File: src/hdl/rv_pkg.sv
package rv_pkg;

  localparam int xlen = 32;

  typedef logic [xlen-1:0] word_t;
  typedef logic [4:0]      reg_addr_t;
  typedef logic [3:0]      sel_t;

  localparam word_t reset_vector = 32'h8000_0000;

  // opcode classes the core executes
  localparam logic [6:0] op_lui    = 7'b011_0111;
  localparam logic [6:0] op_auipc  = 7'b001_0111;
  localparam logic [6:0] op_jal    = 7'b110_1111;
  localparam logic [6:0] op_jalr   = 7'b110_0111;
  localparam logic [6:0] op_load   = 7'b000_0011;
  localparam logic [6:0] op_store  = 7'b010_0011;
  localparam logic [6:0] op_imm    = 7'b001_0011;
  localparam logic [6:0] op_system = 7'b111_0011;

  // funct3 width codes for loads and stores
  localparam logic [2:0] f3_byte   = 3'b000;
  localparam logic [2:0] f3_half   = 3'b001;
  localparam logic [2:0] f3_word   = 3'b010;
  localparam logic [2:0] f3_byte_u = 3'b100;
  localparam logic [2:0] f3_half_u = 3'b101;

  typedef enum logic {
    op_a_rs1,
    op_a_pc
  } op_a_e;

  typedef enum logic [1:0] {
    wb_alu,  // adder result
    wb_pc4,  // link value
    wb_mem   // load data
  } wb_src_e;

  typedef struct packed {
    op_a_e     op_a;
    word_t     imm;
    logic      reg_we;
    wb_src_e   wb_src;
    logic      jump;
    logic      mem_read;
    logic      mem_write;
    logic [2:0] mem_f3;
    logic      halt;
    reg_addr_t rd;
    reg_addr_t rs1;
    reg_addr_t rs2;
  } ctrl_t;

  // wishbone classic, master to slave
  typedef struct packed {
    logic  cyc;
    logic  stb;
    logic  we;
    word_t adr;
    word_t dat;
    sel_t  sel;
  } wb_m2s_t;

  typedef struct packed {
    logic  ack;
    word_t dat;
  } wb_s2m_t;

  typedef enum logic [1:0] {
    lsu_idle,
    lsu_busy,
    lsu_done
  } lsu_state_e;

endpackage

File: src/hdl/rv_core.sv
`timescale 1ns/1ps

module rv_core (
  input  logic            clk,
  input  logic            rst_n,
  input  rv_pkg::word_t   inst,
  output rv_pkg::word_t   pc,
  output rv_pkg::wb_m2s_t wb_o,
  input  rv_pkg::wb_s2m_t wb_i,
  output logic            halt
);
  import rv_pkg::*;

  ctrl_t ctrl;
  word_t rs1_data;
  word_t rs2_data;
  word_t mem_addr;   // adder result
  word_t load_data;
  word_t rd_data;
  logic  rd_we;
  logic  stall;

  rv_decoder u_decoder (
    .inst (inst),
    .ctrl (ctrl)
  );

  rv_regfile u_regfile (
    .clk    (clk),
    .rst_n  (rst_n),
    .we     (rd_we),
    .waddr  (ctrl.rd),
    .raddr1 (ctrl.rs1),
    .raddr2 (ctrl.rs2),
    .wdata  (rd_data),
    .rdata1 (rs1_data),
    .rdata2 (rs2_data)
  );

  rv_execute u_execute (
    .clk       (clk),
    .rst_n     (rst_n),
    .ctrl      (ctrl),
    .rs1_data  (rs1_data),
    .stall     (stall),
    .halt      (ctrl.halt),
    .load_data (load_data),
    .pc        (pc),
    .addr      (mem_addr),
    .rd_we     (rd_we),
    .rd_data   (rd_data)
  );

  rv_lsu u_lsu (
    .clk        (clk),
    .rst_n      (rst_n),
    .ctrl       (ctrl),
    .addr       (mem_addr),
    .store_data (rs2_data),
    .wb_o       (wb_o),
    .wb_i       (wb_i),
    .stall      (stall),
    .load_data  (load_data)
  );

  assign halt = ctrl.halt;  // ebreak, straight from decode

endmodule

File: src/hdl/rv_decoder.sv
`timescale 1ns/1ps

module rv_decoder (
  input  rv_pkg::word_t inst,
  output rv_pkg::ctrl_t ctrl
);
  import rv_pkg::*;

  logic [6:0] opcode;
  logic [2:0] funct3;
  word_t      imm_i;
  word_t      imm_s;
  word_t      imm_u;
  word_t      imm_j;
  logic       is_addi;
  logic       is_ebreak;

  assign opcode = inst[6:0];
  assign funct3 = inst[14:12];

  // sign extension always from bit 31
  assign imm_i = {{20{inst[31]}}, inst[31:20]};
  assign imm_s = {{20{inst[31]}}, inst[31:25], inst[11:7]};
  assign imm_u = {inst[31:12], 12'h000};
  assign imm_j = {{12{inst[31]}}, inst[19:12], inst[20], inst[30:21], 1'b0};

  assign is_addi   = (opcode == op_imm) && (funct3 == 3'b000);
  assign is_ebreak = (opcode == op_system) && (inst[31:7] == {12'h001, 13'h0000});

  always_comb begin
    ctrl           = '0;
    ctrl.op_a      = op_a_rs1;
    ctrl.wb_src    = wb_alu;
    ctrl.mem_f3    = funct3;
    ctrl.rd        = inst[11:7];
    ctrl.rs1       = inst[19:15];
    ctrl.rs2       = inst[24:20];
    ctrl.halt      = is_ebreak;

    unique case (opcode)
      op_imm: begin
        ctrl.imm    = imm_i;
        ctrl.reg_we = is_addi;  // other op-imm functions retire as no-op
      end
      op_lui: begin
        ctrl.imm    = imm_u;
        ctrl.rs1    = '0;  // x0 reads zero, so the adder passes imm through
        ctrl.reg_we = 1'b1;
      end
      op_auipc: begin
        ctrl.imm    = imm_u;
        ctrl.op_a   = op_a_pc;
        ctrl.reg_we = 1'b1;
      end
      op_jal: begin
        ctrl.imm    = imm_j;
        ctrl.op_a   = op_a_pc;
        ctrl.jump   = 1'b1;
        ctrl.reg_we = 1'b1;
        ctrl.wb_src = wb_pc4;
      end
      op_jalr: begin
        ctrl.imm    = imm_i;
        ctrl.jump   = 1'b1;
        ctrl.reg_we = 1'b1;
        ctrl.wb_src = wb_pc4;
      end
      op_load: begin
        ctrl.imm      = imm_i;
        ctrl.mem_read = 1'b1;
        ctrl.reg_we   = 1'b1;
        ctrl.wb_src   = wb_mem;
      end
      op_store: begin
        ctrl.imm       = imm_s;
        ctrl.mem_write = 1'b1;
      end
      default: ;  // unknown opcode, plain pc + 4
    endcase
  end

endmodule

File: src/hdl/rv_execute.sv
`timescale 1ns/1ps

module rv_execute (
  input  logic          clk,
  input  logic          rst_n,
  input  rv_pkg::ctrl_t ctrl,
  input  rv_pkg::word_t rs1_data,
  input  logic          stall,
  input  logic          halt,
  input  rv_pkg::word_t load_data,
  output rv_pkg::word_t pc,
  output rv_pkg::word_t addr,
  output logic          rd_we,
  output rv_pkg::word_t rd_data
);
  import rv_pkg::*;

  word_t pc_q;
  word_t pc_plus4;
  word_t op_a_val;
  word_t sum;
  word_t jump_target;
  word_t pc_next;

  assign pc_plus4 = pc_q + xlen'(4);

  // one shared adder
  assign op_a_val = (ctrl.op_a == op_a_pc) ? pc_q : rs1_data;
  assign sum      = op_a_val + ctrl.imm;
  assign addr     = sum;

  // jalr clears bit 0, jal targets are even anyway
  assign jump_target = {sum[xlen-1:1], 1'b0};

  assign pc_next = ctrl.jump ? jump_target : pc_plus4;

  always_ff @(posedge clk or negedge rst_n) begin
    if (!rst_n) begin
      pc_q <= reset_vector;
    end else if (!stall && !halt) begin
      pc_q <= pc_next;
    end
  end

  assign pc = pc_q;

  always_comb begin
    unique case (ctrl.wb_src)
      wb_pc4:  rd_data = pc_plus4;
      wb_mem:  rd_data = load_data;
      default: rd_data = sum;
    endcase
  end

  assign rd_we = ctrl.reg_we & ~stall;  // loads write in the done cycle only

endmodule

File: src/hdl/rv_lsu.sv
`timescale 1ns/1ps

module rv_lsu (
  input  logic            clk,
  input  logic            rst_n,
  input  rv_pkg::ctrl_t   ctrl,
  input  rv_pkg::word_t   addr,
  input  rv_pkg::word_t   store_data,
  output rv_pkg::wb_m2s_t wb_o,
  input  rv_pkg::wb_s2m_t wb_i,
  output logic            stall,
  output rv_pkg::word_t   load_data
);
  import rv_pkg::*;

  lsu_state_e state;
  logic       mem_req;
  sel_t       sel_req;
  word_t      dat_req;

  // request payload, held for the whole bus cycle
  word_t      adr_q;
  word_t      dat_q;
  sel_t       sel_q;
  logic       we_q;
  logic [1:0] lane_q;
  word_t      rdata_q;
  word_t      lane_data;

  assign mem_req = ctrl.mem_read | ctrl.mem_write;

  // byte select and lane replication, zero sel when misaligned
  always_comb begin
    sel_req = '0;
    dat_req = store_data;
    unique case (ctrl.mem_f3)
      f3_byte, f3_byte_u: begin
        sel_req = 4'b0001 << addr[1:0];
        dat_req = {4{store_data[7:0]}};
      end
      f3_half, f3_half_u: begin
        if (!addr[0]) begin
          sel_req = 4'b0011 << addr[1:0];
        end
        dat_req = {2{store_data[15:0]}};
      end
      f3_word: begin
        if (addr[1:0] == 2'b00) begin
          sel_req = 4'b1111;
        end
      end
      default: ;
    endcase
    if (ctrl.mem_write && ctrl.mem_f3[2]) begin
      sel_req = '0;  // no unsigned stores
    end
  end

  always_ff @(posedge clk or negedge rst_n) begin
    if (!rst_n) begin
      state <= lsu_idle;
    end else begin
      unique case (state)
        lsu_idle: begin
          if (mem_req) begin
            state <= (sel_req != '0) ? lsu_busy : lsu_done;  // misaligned skips the bus
          end
        end
        lsu_busy: begin
          if (wb_i.ack) begin
            state <= lsu_done;
          end
        end
        default: state <= lsu_idle;
      endcase
    end
  end

  always_ff @(posedge clk) begin
    if (state == lsu_idle && mem_req) begin
      adr_q   <= {addr[xlen-1:2], 2'b00};
      dat_q   <= dat_req;
      sel_q   <= sel_req;
      we_q    <= ctrl.mem_write;
      lane_q  <= addr[1:0];
      rdata_q <= '0;  // misaligned loads return zero
    end else if (state == lsu_busy && wb_i.ack) begin
      rdata_q <= wb_i.dat;
    end
  end

  always_comb begin
    wb_o.cyc = (state == lsu_busy);
    wb_o.stb = (state == lsu_busy);
    wb_o.we  = we_q;
    wb_o.adr = adr_q;
    wb_o.dat = dat_q;
    wb_o.sel = sel_q;
  end

  assign stall = mem_req && (state != lsu_done);

  // load lane extraction
  assign lane_data = rdata_q >> {lane_q, 3'b000};

  always_comb begin
    unique case (ctrl.mem_f3)
      f3_byte:   load_data = {{(xlen-8){lane_data[7]}}, lane_data[7:0]};
      f3_half:   load_data = {{(xlen-16){lane_data[15]}}, lane_data[15:0]};
      f3_word:   load_data = rdata_q;
      f3_byte_u: load_data = {{(xlen-8){1'b0}}, lane_data[7:0]};
      f3_half_u: load_data = {{(xlen-16){1'b0}}, lane_data[15:0]};
      default:   load_data = '0;
    endcase
  end

endmodule

File: src/hdl/rv_regfile.sv
`timescale 1ns/1ps

module rv_regfile (
  input  logic              clk,
  input  logic              rst_n,
  input  logic              we,
  input  rv_pkg::reg_addr_t waddr,
  input  rv_pkg::reg_addr_t raddr1,
  input  rv_pkg::reg_addr_t raddr2,
  input  rv_pkg::word_t     wdata,
  output rv_pkg::word_t     rdata1,
  output rv_pkg::word_t     rdata2
);
  import rv_pkg::*;

  word_t regs [1:31];  // x0 has no storage

  always_ff @(posedge clk or negedge rst_n) begin
    if (!rst_n) begin
      for (int i = 1; i < 32; i++) begin
        regs[i] <= '0;
      end
    end else if (we && (waddr != '0)) begin
      regs[waddr] <= wdata;
    end
  end

  // combinational read ports
  assign rdata1 = (raddr1 == '0) ? '0 : regs[raddr1];
  assign rdata2 = (raddr2 == '0) ? '0 : regs[raddr2];

endmodule

File: config.mk
export PLATFORM = sky130hd
export DESIGN_NAME = rv_core
export DESIGN_NICKNAME = d
export VERILOG_FILES = /design/src/hdl/rv_pkg.sv /design/src/hdl/rv_core.sv /design/src/hdl/rv_decoder.sv /design/src/hdl/rv_execute.sv /design/src/hdl/rv_lsu.sv /design/src/hdl/rv_regfile.sv
export SDC_FILE = /design/constraint.sdc
export NUM_CORES = 2
export LEC_CHECK = 0
export ABC_AREA = 1
export BUFFER_PORTS_ARGS = -buffer_cell sky130_fd_sc_hd__buf_2
export CAP_MARGIN = 20
export CORE_MARGIN = 1.5
export CORE_UTILIZATION = 50
export DETAILED_ROUTE_END_ITERATION = 8
export PLACE_DENSITY = 0.62
export SLEW_MARGIN = 40
export SYNTH_ARGS = -nofsm -noshare
export SYNTH_HDL_FRONTEND = slang
export SYNTH_SLANG_ARGS = --single-unit
File: constraint.sdc
create_clock -name clk -period 4.3 [get_ports clk]
set_input_delay 0.215 -clock clk [delete_from_list [all_inputs] [get_ports clk]]
set_output_delay 0.215 -clock clk [all_outputs]
set_load 0.05 [all_outputs]
After elaboration in Yosys (flattened, before gate mapping)
Index checks and enable logic that the tools add are counted.
{"block": "classes", "n_eq_ne": 19, "reduce_logical": 26, "n_lt_le_gt_ge": 4, "shift": 3, "add_sub_neg": 2, "bitwise": 6, "muxes": 32}
{"op": "$bwmux 992", "n": 1}
{"op": "$bmux 32 s5", "n": 2}
{"op": "$mux 32", "n": 9}
{"op": "$demux 32 s5", "n": 1}
{"op": "$pmux 32 s5", "n": 1}
{"op": "$pmux 32 s2", "n": 2}
{"op": "$pmux 32 s4", "n": 1}
{"op": "$add 32x3->32 const B", "n": 1}
{"op": "$add 32x32->32", "n": 1}
{"op": "$shr 32x5->16", "n": 1}
{"op": "$eq 25x14->1 const B", "n": 1}
{"op": "$eq 7x7->1 const B", "n": 3}
{"op": "$ge 6x6->1 const B", "n": 3}
{"op": "$not 5->6", "n": 3}
{"op": "$eq 7x5->1 const B", "n": 2}
{"op": "$eq 7x6->1 const B", "n": 2}
{"op": "$mux 4", "n": 3}
{"op": "$pmux 4 s3", "n": 1}
{"op": "$logic_not 5->1", "n": 2}
{"op": "$reduce_or 2->1", "n": 5}
{"op": "$logic_and 1x1->1", "n": 9}
{"op": "$pmux 2 s2", "n": 2}
{"op": "$eq 7x2->1 const B", "n": 1}
{"op": "$eq 3x3->1 const B", "n": 2}
{"op": "other kinds (24)", "n": 33}
{"block": "word_totals", "out_inout_bits": 104, "word_cells": 131, "inputBits": 67, "reg_bits": 1127}

Longest topological paths before layout
{"block": "depth", "word_depth": 17, "ltp_mapped": 33, "depth_no_buf": 30}

Cells and area by module
From an unflattened synthesis, not the netlist that was laid out.
{"block": "unflattened", "hier_cells": 11021, "area_unflattened_um2": 69765.7}
{"mod": "rv_regfile", "cells_per_inst": 9244, "seq_area_each_um2": 24823.8, "n_inst": 1, "area_each_um2": 58464.8}
{"mod": "rv_execute", "cells_per_inst": 1111, "seq_area_each_um2": 777.0, "n_inst": 1, "area_each_um2": 5840.6}
{"mod": "rv_lsu", "cells_per_inst": 466, "seq_area_each_um2": 2762.6, "n_inst": 1, "area_each_um2": 4499.3}
{"mod": "rv_decoder", "cells_per_inst": 200, "seq_area_each_um2": 0.0, "n_inst": 1, "area_each_um2": 960.9}

Least setup slack after synthesis
Ideal clock, no wire load.
{"block": "synth_path", "path_kind": "in2reg", "start": "input inst[1]", "end": "register u_regfile.regs[428] (netlist bit)", "required_ps": 4167, "path_stages": 28, "setup_ps": 133, "path_slack_ps": 8, "arrival_time_ps": 4158, "n_path_buf": 5, "cell_sequence": "nand2_2 nor2_2 nand2_4 nand2_4 buf_6 buf_4 buf_4 buf_2 nand2_1 a32oi_1 o21ai_0 o21ai_0 nand2_1 a21oi_1 ha_1 inv_1 fa_1 inv_1 nand3_1 and2_1 o21ai_1 a21oi_1 o21ai_2 xnor2_1 inv_1 o21ai_0 clkbuf_1 o21ai_0"}
{"block": "synth_via", "elab_chain_len": 11, "elab_cells_between_ends": 37, "classes_between": "add/sub (1); eq/ne (9); mux (14); bitwise (4); reduce/logical (9)"}
{"item": "start: declaration", "line_no": "rv_core.sv:6", "text": "input rv_pkg::word_t inst,"}
{"item": "$eq 7x6->1", "line_no": "rv_decoder.sv:40", "text": "unique case (opcode)"}
{"item": "$mux 5", "line_no": "rv_decoder.sv:40"}
{"item": "$not 5->6 (not written as such)", "line_no": "rv_regfile.sv:29", "text": "assign rdata1 = (raddr1 == '0) ? '0 : regs[raddr1];"}
{"item": "$bmux 32 s5", "line_no": "rv_regfile.sv:29"}
{"item": "$mux 32 (not written as such) (2 in series)", "line_no": "rv_regfile.sv:29"}
{"item": "$mux 32", "line_no": "rv_regfile.sv:29"}
{"item": "$mux 32", "line_no": "rv_execute.sv:28", "text": "assign op_a_val = (ctrl.op_a == op_a_pc) ? pc_q : rs1_data;"}
{"item": "$add 32x32->32 *", "line_no": "rv_execute.sv:29", "text": "assign sum = op_a_val + ctrl.imm;"}
{"item": "named net mem_addr[12]", "line_no": "rv_core.sv:17", "text": "word_t mem_addr;"}
{"item": "$pmux 32 s2 *", "line_no": "rv_execute.sv:48", "text": "unique case (ctrl.wb_src)"}
{"item": "$bwmux 992 *", "line_no": "rv_regfile.sv:24", "text": "regs[waddr] <= wdata;"}
{"item": "end signal: indexed assignment", "line_no": "rv_regfile.sv:24"}
{"item": "end: declaration", "line_no": "rv_regfile.sv:16", "text": "word_t regs [1:31];"}
Mark *: on every way through the listed nets, which the timed path passes. The rest lies on a longest branch. The select of a mux whose other input is x is not followed.
A chain may end at the register's enable or synchronous reset.

Worst setup path in the final report
{"block": "layout_path", "start": "input inst[3]", "end": "register u_regfile.regs[922] (netlist bit)"}
{"block": "layout_via", "elab_chain_len": 11, "elab_cells_between_ends": 37, "classes_between": "add/sub (1); eq/ne (9); mux (14); bitwise (4); reduce/logical (9)"}
{"item": "$eq 7x6->1", "line_no": "rv_decoder.sv:40"}
{"item": "$mux 5", "line_no": "rv_decoder.sv:40"}
{"item": "$not 5->6 (not written as such)", "line_no": "rv_regfile.sv:29"}
{"item": "$bmux 32 s5", "line_no": "rv_regfile.sv:29"}
{"item": "$mux 32 (not written as such) (2 in series)", "line_no": "rv_regfile.sv:29"}
{"item": "$mux 32", "line_no": "rv_regfile.sv:29"}
{"item": "$mux 32", "line_no": "rv_execute.sv:28"}
{"item": "$add 32x32->32", "line_no": "rv_execute.sv:29"}
{"item": "$pmux 32 s2", "line_no": "rv_execute.sv:48"}
{"item": "$bwmux 992", "line_no": "rv_regfile.sv:24"}
Parallel ways exist; a longest one is shown, timed or not. The select of a mux whose other input is x is not followed.

==> impl_metrics.yaml <==
status:
  status: "finished with violations"
  violated_checks: "DRC"
pwr:
  irDropWorstVdd_mv: 0.360
  leakage_power_nw: 34.8
  power_density_nw_per_um2: 390
setup_path:
  worst_setup_path_start_kind: "input pin"
  cp.required_ns: 4.99
  worst_path_largest_cell_delay_ns: 0.32
  criticalPathCategory: "in -> reg"
  cp_arrival_ns: 4.94
  cp_max_fo: 21
  slowest_cp_cell: "sky130_fd_sc_hd__or2_2"
  critPathMostFrequentCell: "sky130_fd_sc_hd__nand2_1"
  reg2regPathDepth: 24
  cp-end-kind: "register"
yosys:
  synth_cell_type_count: 75
  synth_compound_gate_area_share_pct: 24.7
  postSynth.asyncResetShare_pct: 91.0
  ys_flop_type: "sky130_fd_sc_hd__dfrtp_1"
  synth_simple_gate_area_share_pct: 20.6
  synth_area_leaders: "sky130_fd_sc_hd__dfrtp_1 (40%), sky130_fd_sc_hd__nand2_1 (12%), sky130_fd_sc_hd__o21ai_0 (9.5%)"
  post_synth_instance_area_sq_um: 64600
  muxShareOfSynthArea_pct: 0.558
  synthCells: 8518
  yosys.area_share.adder_pct: 0.689
  yosysSeqAreaShare_pct: 43.9
  syn-mean-instance-area_sq_um: 7.59
  post_synth_xor_area_fraction_pct: 0.515
  postSynthRegisterBits: 1126
  synthesis.yosys.warnings: 0
  synth_enable_flop_cells: 69
  netlist.area_leader.share_pct: 39.6
  dominant_combinational_cell_family_by_area_after_synthesis: "compound AO/OA/AOI/OAI gates"
  synthDominantAreaCellType: "sky130_fd_sc_hd__dfrtp_1"
detailed_routing:
  drt_first_iter_violations: 12381
  remaining_drc_errors: 1
  wirelength_um: 314000
  via_total_after_detailed_routing: 70634
  wire_per_inst_um: 29.4
  antenna_violating_nets_post_route: 0
  vias_per_cell: 6.63
  detailedRoute.firstPassIterationCount: 9
finish:
  multi_input_comb_area_sq_um: 30900
  area.sequential_sq_um: 28400
  number_of_inserted_filler_cells_in_the_final_layout: 11474
  utilization_pct: 60.6
  final_net_count: 8994
  fin_cells: 10658
  layout_cells_sized_above_1_pct: 15.7
  flow.area_growth_from_synthesis_pct: 19.8
sta:
  finalMaxSlewViolations: 0
  post-route-period-util_pct: 98.8
  layout_setup_ws_ns: 0.0501
  rsz_0062_raised_after_global_routing: "true"
  slew-limit-headroom_pct: 32.6
  final_hold_viol_count: 0
  setup_violations: 0
  worst_slew_pin_slew_ns: 1.01
  timing.final.crit_period_ns: 4.25
  fmaxAchievable_mhz: 235
  clock-skew-final_ns: 0.0309
clock_tree:
  cts_buffers: 133
  cts.path.max_buffers: 3
  clkSinkCount: 1126
  htreeDepth: 4
  tritoncts: "built"
  clkSlewWorstSetupHoldPaths_ns: 0.06
  clk-insertion-delay-late_ns: 0.80
  clk_root_buffer_cell: "sky130_fd_sc_hd__clkbuf_16"
worst_hold_path:
  worstHoldPathCells: 5
  hold_path_class: "in -> reg"
placed_design:
  detailed_place_hpwl_um: 205000
  portBuffers: 167
  finalWeightedCongestion: 1.03
  place_inst: 10349
  pre_cts_ws_ns: -1.00
grt:
  antenna_found_initial: 10
  groute.usage.overall_pct: 46.2
  first_pass_grt_wire_length_um: 448000
  grt_overflow: 0
  largest_net_degree_at_the_start_of_global_routing: 163
  via_count_of_the_first_global_routing_pass: 65093
floorplanning:
  die-width_um: 363
  die_area_sq_um: 131000
  floorplan.die.height_um: 363
  coreArea_sq_um: 128000
  initial_core_util_pct: 50.6
  design.portCount: 171
  fp-row-count: 131
run:
  cap_viol_max_count: 0
-- through the flow --
stage               power (mW)  setup TNS [ns]  hold WS [ns]  instance area [sq um]
floorplan                 15.1               0       -0.0806                  64600
global placement          18.2         -623.24         0.342                  71700
detailed placement        18.2         -606.55         0.172                  71900
CTS                       29.7               0        0.0581                  76700
global route              31.0           -3.97        0.0991                  77400
finish                    30.2               0        0.0784                  77400
-- final timing paths --
path / start / endpoint / slack, ns
worst max-delay path: inst[3] / u_regfile.regs[922]$_DFFE_PN0P_ / 0.05
worst min-delay path: inst[14] / u_lsu.sel_q[0]$_DFFE_PP_ / 0.08
worst max register to register: u_regfile.regs[736]$_DFFE_PN0P_ / u_regfile.regs[304]$_DFFE_PN0P_ / 0.19
worst min register to register: u_regfile.regs[347]$_DFFE_PN0P_ / u_regfile.regs[347]$_DFFE_PN0P_ / 0.48
max in group asynchronous: rst_n / u_regfile.regs[266]$_DFFE_PN0P_ / 2.40
min in group asynchronous: rst_n / u_regfile.regs[241]$_DFFE_PN0P_ / 0.51
-- metal layers --
metal	GRT usage (%)	share of wire, %	vias to the layer above
met3	16.4	15	1299
met1	60.3	37	33542
li1	-	-	29946
met5	0.333	0.033	-
met2	65.5	41	5839
met4	27.8	7.2	8
-- what timing repair did --
item                                    in CTS  in global routing
gates resized for setup                      5                 83
gates cloned                                 0                 11
hold buffers                                40                  0
endpoints found under the setup margin     324                731
setup buffers                                0                 17
pin swaps                                    1                 21
endpoints found under the hold margin      710                  0
-- where the power goes --
group          leakage [nW]  switching [mW]  total [mW]  internal, mW
clock network          2.16            4.88        11.6          6.73
registers              14.3           0.713        12.0          11.3
logic                  18.3            4.52        6.59          2.07
total                  34.8            10.1        30.2          20.1
-- kinds of logic after synthesis --
family	Yosys count
and+or+nand+nor	3150
AOI/OAI and AO/OA	2749
buffers and inverters	1387
DFF	1126
xor gates and xnor gates	38
adders and majority gates	35
muxes	32
other	1
-- worst max-delay path, delay by kind of cell --
family / cells / cell delay (ns)
AO/OA/AOI/OAI: 8 / 1.25
adder cells (fa/ha/maj): 1 / 0.27
buffers and inverters: 7 / 1.07
AND/OR/NAND/NOR: 14 / 2.09
-- flip-flops by register name, indices dropped and copies added, names as in the netlist --
name / cells
u_regfile.regs: 992
u_lsu.dat_q: 32
u_lsu.rdata_q: 32
u_execute.pc: 31
u_lsu.adr_q: 30
u_lsu.sel_q: 4
u_lsu.lane_q: 2
u_lsu.state: 2
u_lsu.we_q: 1
-- cells in the final DEF (no fill, tap or decap), drive strengths merged, types with 39 or more instances in the layout --
master / instances
o211ai: 162
o221ai: 75
a32oi: 39
inv: 659
a221oi: 170
a21oi: 520
nand3: 585
edfxtp: 69
clkbuf: 208
o21ai: 1520
dlygate4sd3: 39
dfrtp: 1024
nor3: 92
nand2: 2045
a31oi: 75
o22ai: 51
nor2: 388
buf: 914
-- area by class of cell --
type	count	share of cell area, %
clock inverters	36	0.461
diodes	5	0.0162
repair buffers	963	11.8
inverters	660	3.27
multi-input cells	6008	40.0
clock buffers	198	5.21
flip-flops and latches	1126	36.6
well taps	1662	2.69
-- cells in the mapped netlist (9+ instances only) --
cell type	count
sky130_fd_sc_hd__nor2_4	17
sky130_fd_sc_hd__ha_1	34
sky130_fd_sc_hd__mux2_2	32
sky130_fd_sc_hd__nor2_1	354
sky130_fd_sc_hd__xor2_1	30
sky130_fd_sc_hd__a311oi_1	20
sky130_fd_sc_hd__o21ai_2	9
sky130_fd_sc_hd__a211oi_1	10
sky130_fd_sc_hd__nand2_2	10
sky130_fd_sc_hd__buf_2	214
sky130_fd_sc_hd__o21ai_0	1227
sky130_fd_sc_hd__nand3_1	584
sky130_fd_sc_hd__o21ai_1	284
sky130_fd_sc_hd__edfxtp_1	69
sky130_fd_sc_hd__clkbuf_1	397
sky130_fd_sc_hd__a221oi_1	170
sky130_fd_sc_hd__buf_1	55
sky130_fd_sc_hd__nor3_4	25
sky130_fd_sc_hd__o22ai_1	51
sky130_fd_sc_hd__nand2_1	2031
sky130_fd_sc_hd__inv_1	608
sky130_fd_sc_hd__nor3_1	62
sky130_fd_sc_hd__buf_4	34
sky130_fd_sc_hd__nand4_1	17
sky130_fd_sc_hd__a31o_2	10
sky130_fd_sc_hd__buf_6	24
sky130_fd_sc_hd__nor2_2	16
sky130_fd_sc_hd__a21oi_1	519
sky130_fd_sc_hd__a32oi_1	39
sky130_fd_sc_hd__o221ai_1	71
sky130_fd_sc_hd__o311ai_0	26
sky130_fd_sc_hd__a22oi_1	12
sky130_fd_sc_hd__o2111ai_1	18
sky130_fd_sc_hd__dfxtp_1	32
sky130_fd_sc_hd__inv_2	40
sky130_fd_sc_hd__o211ai_1	158
sky130_fd_sc_hd__dfrtp_1	1024
sky130_fd_sc_hd__a31oi_1	75
Note: power is estimated with default switching activity, not from simulation.
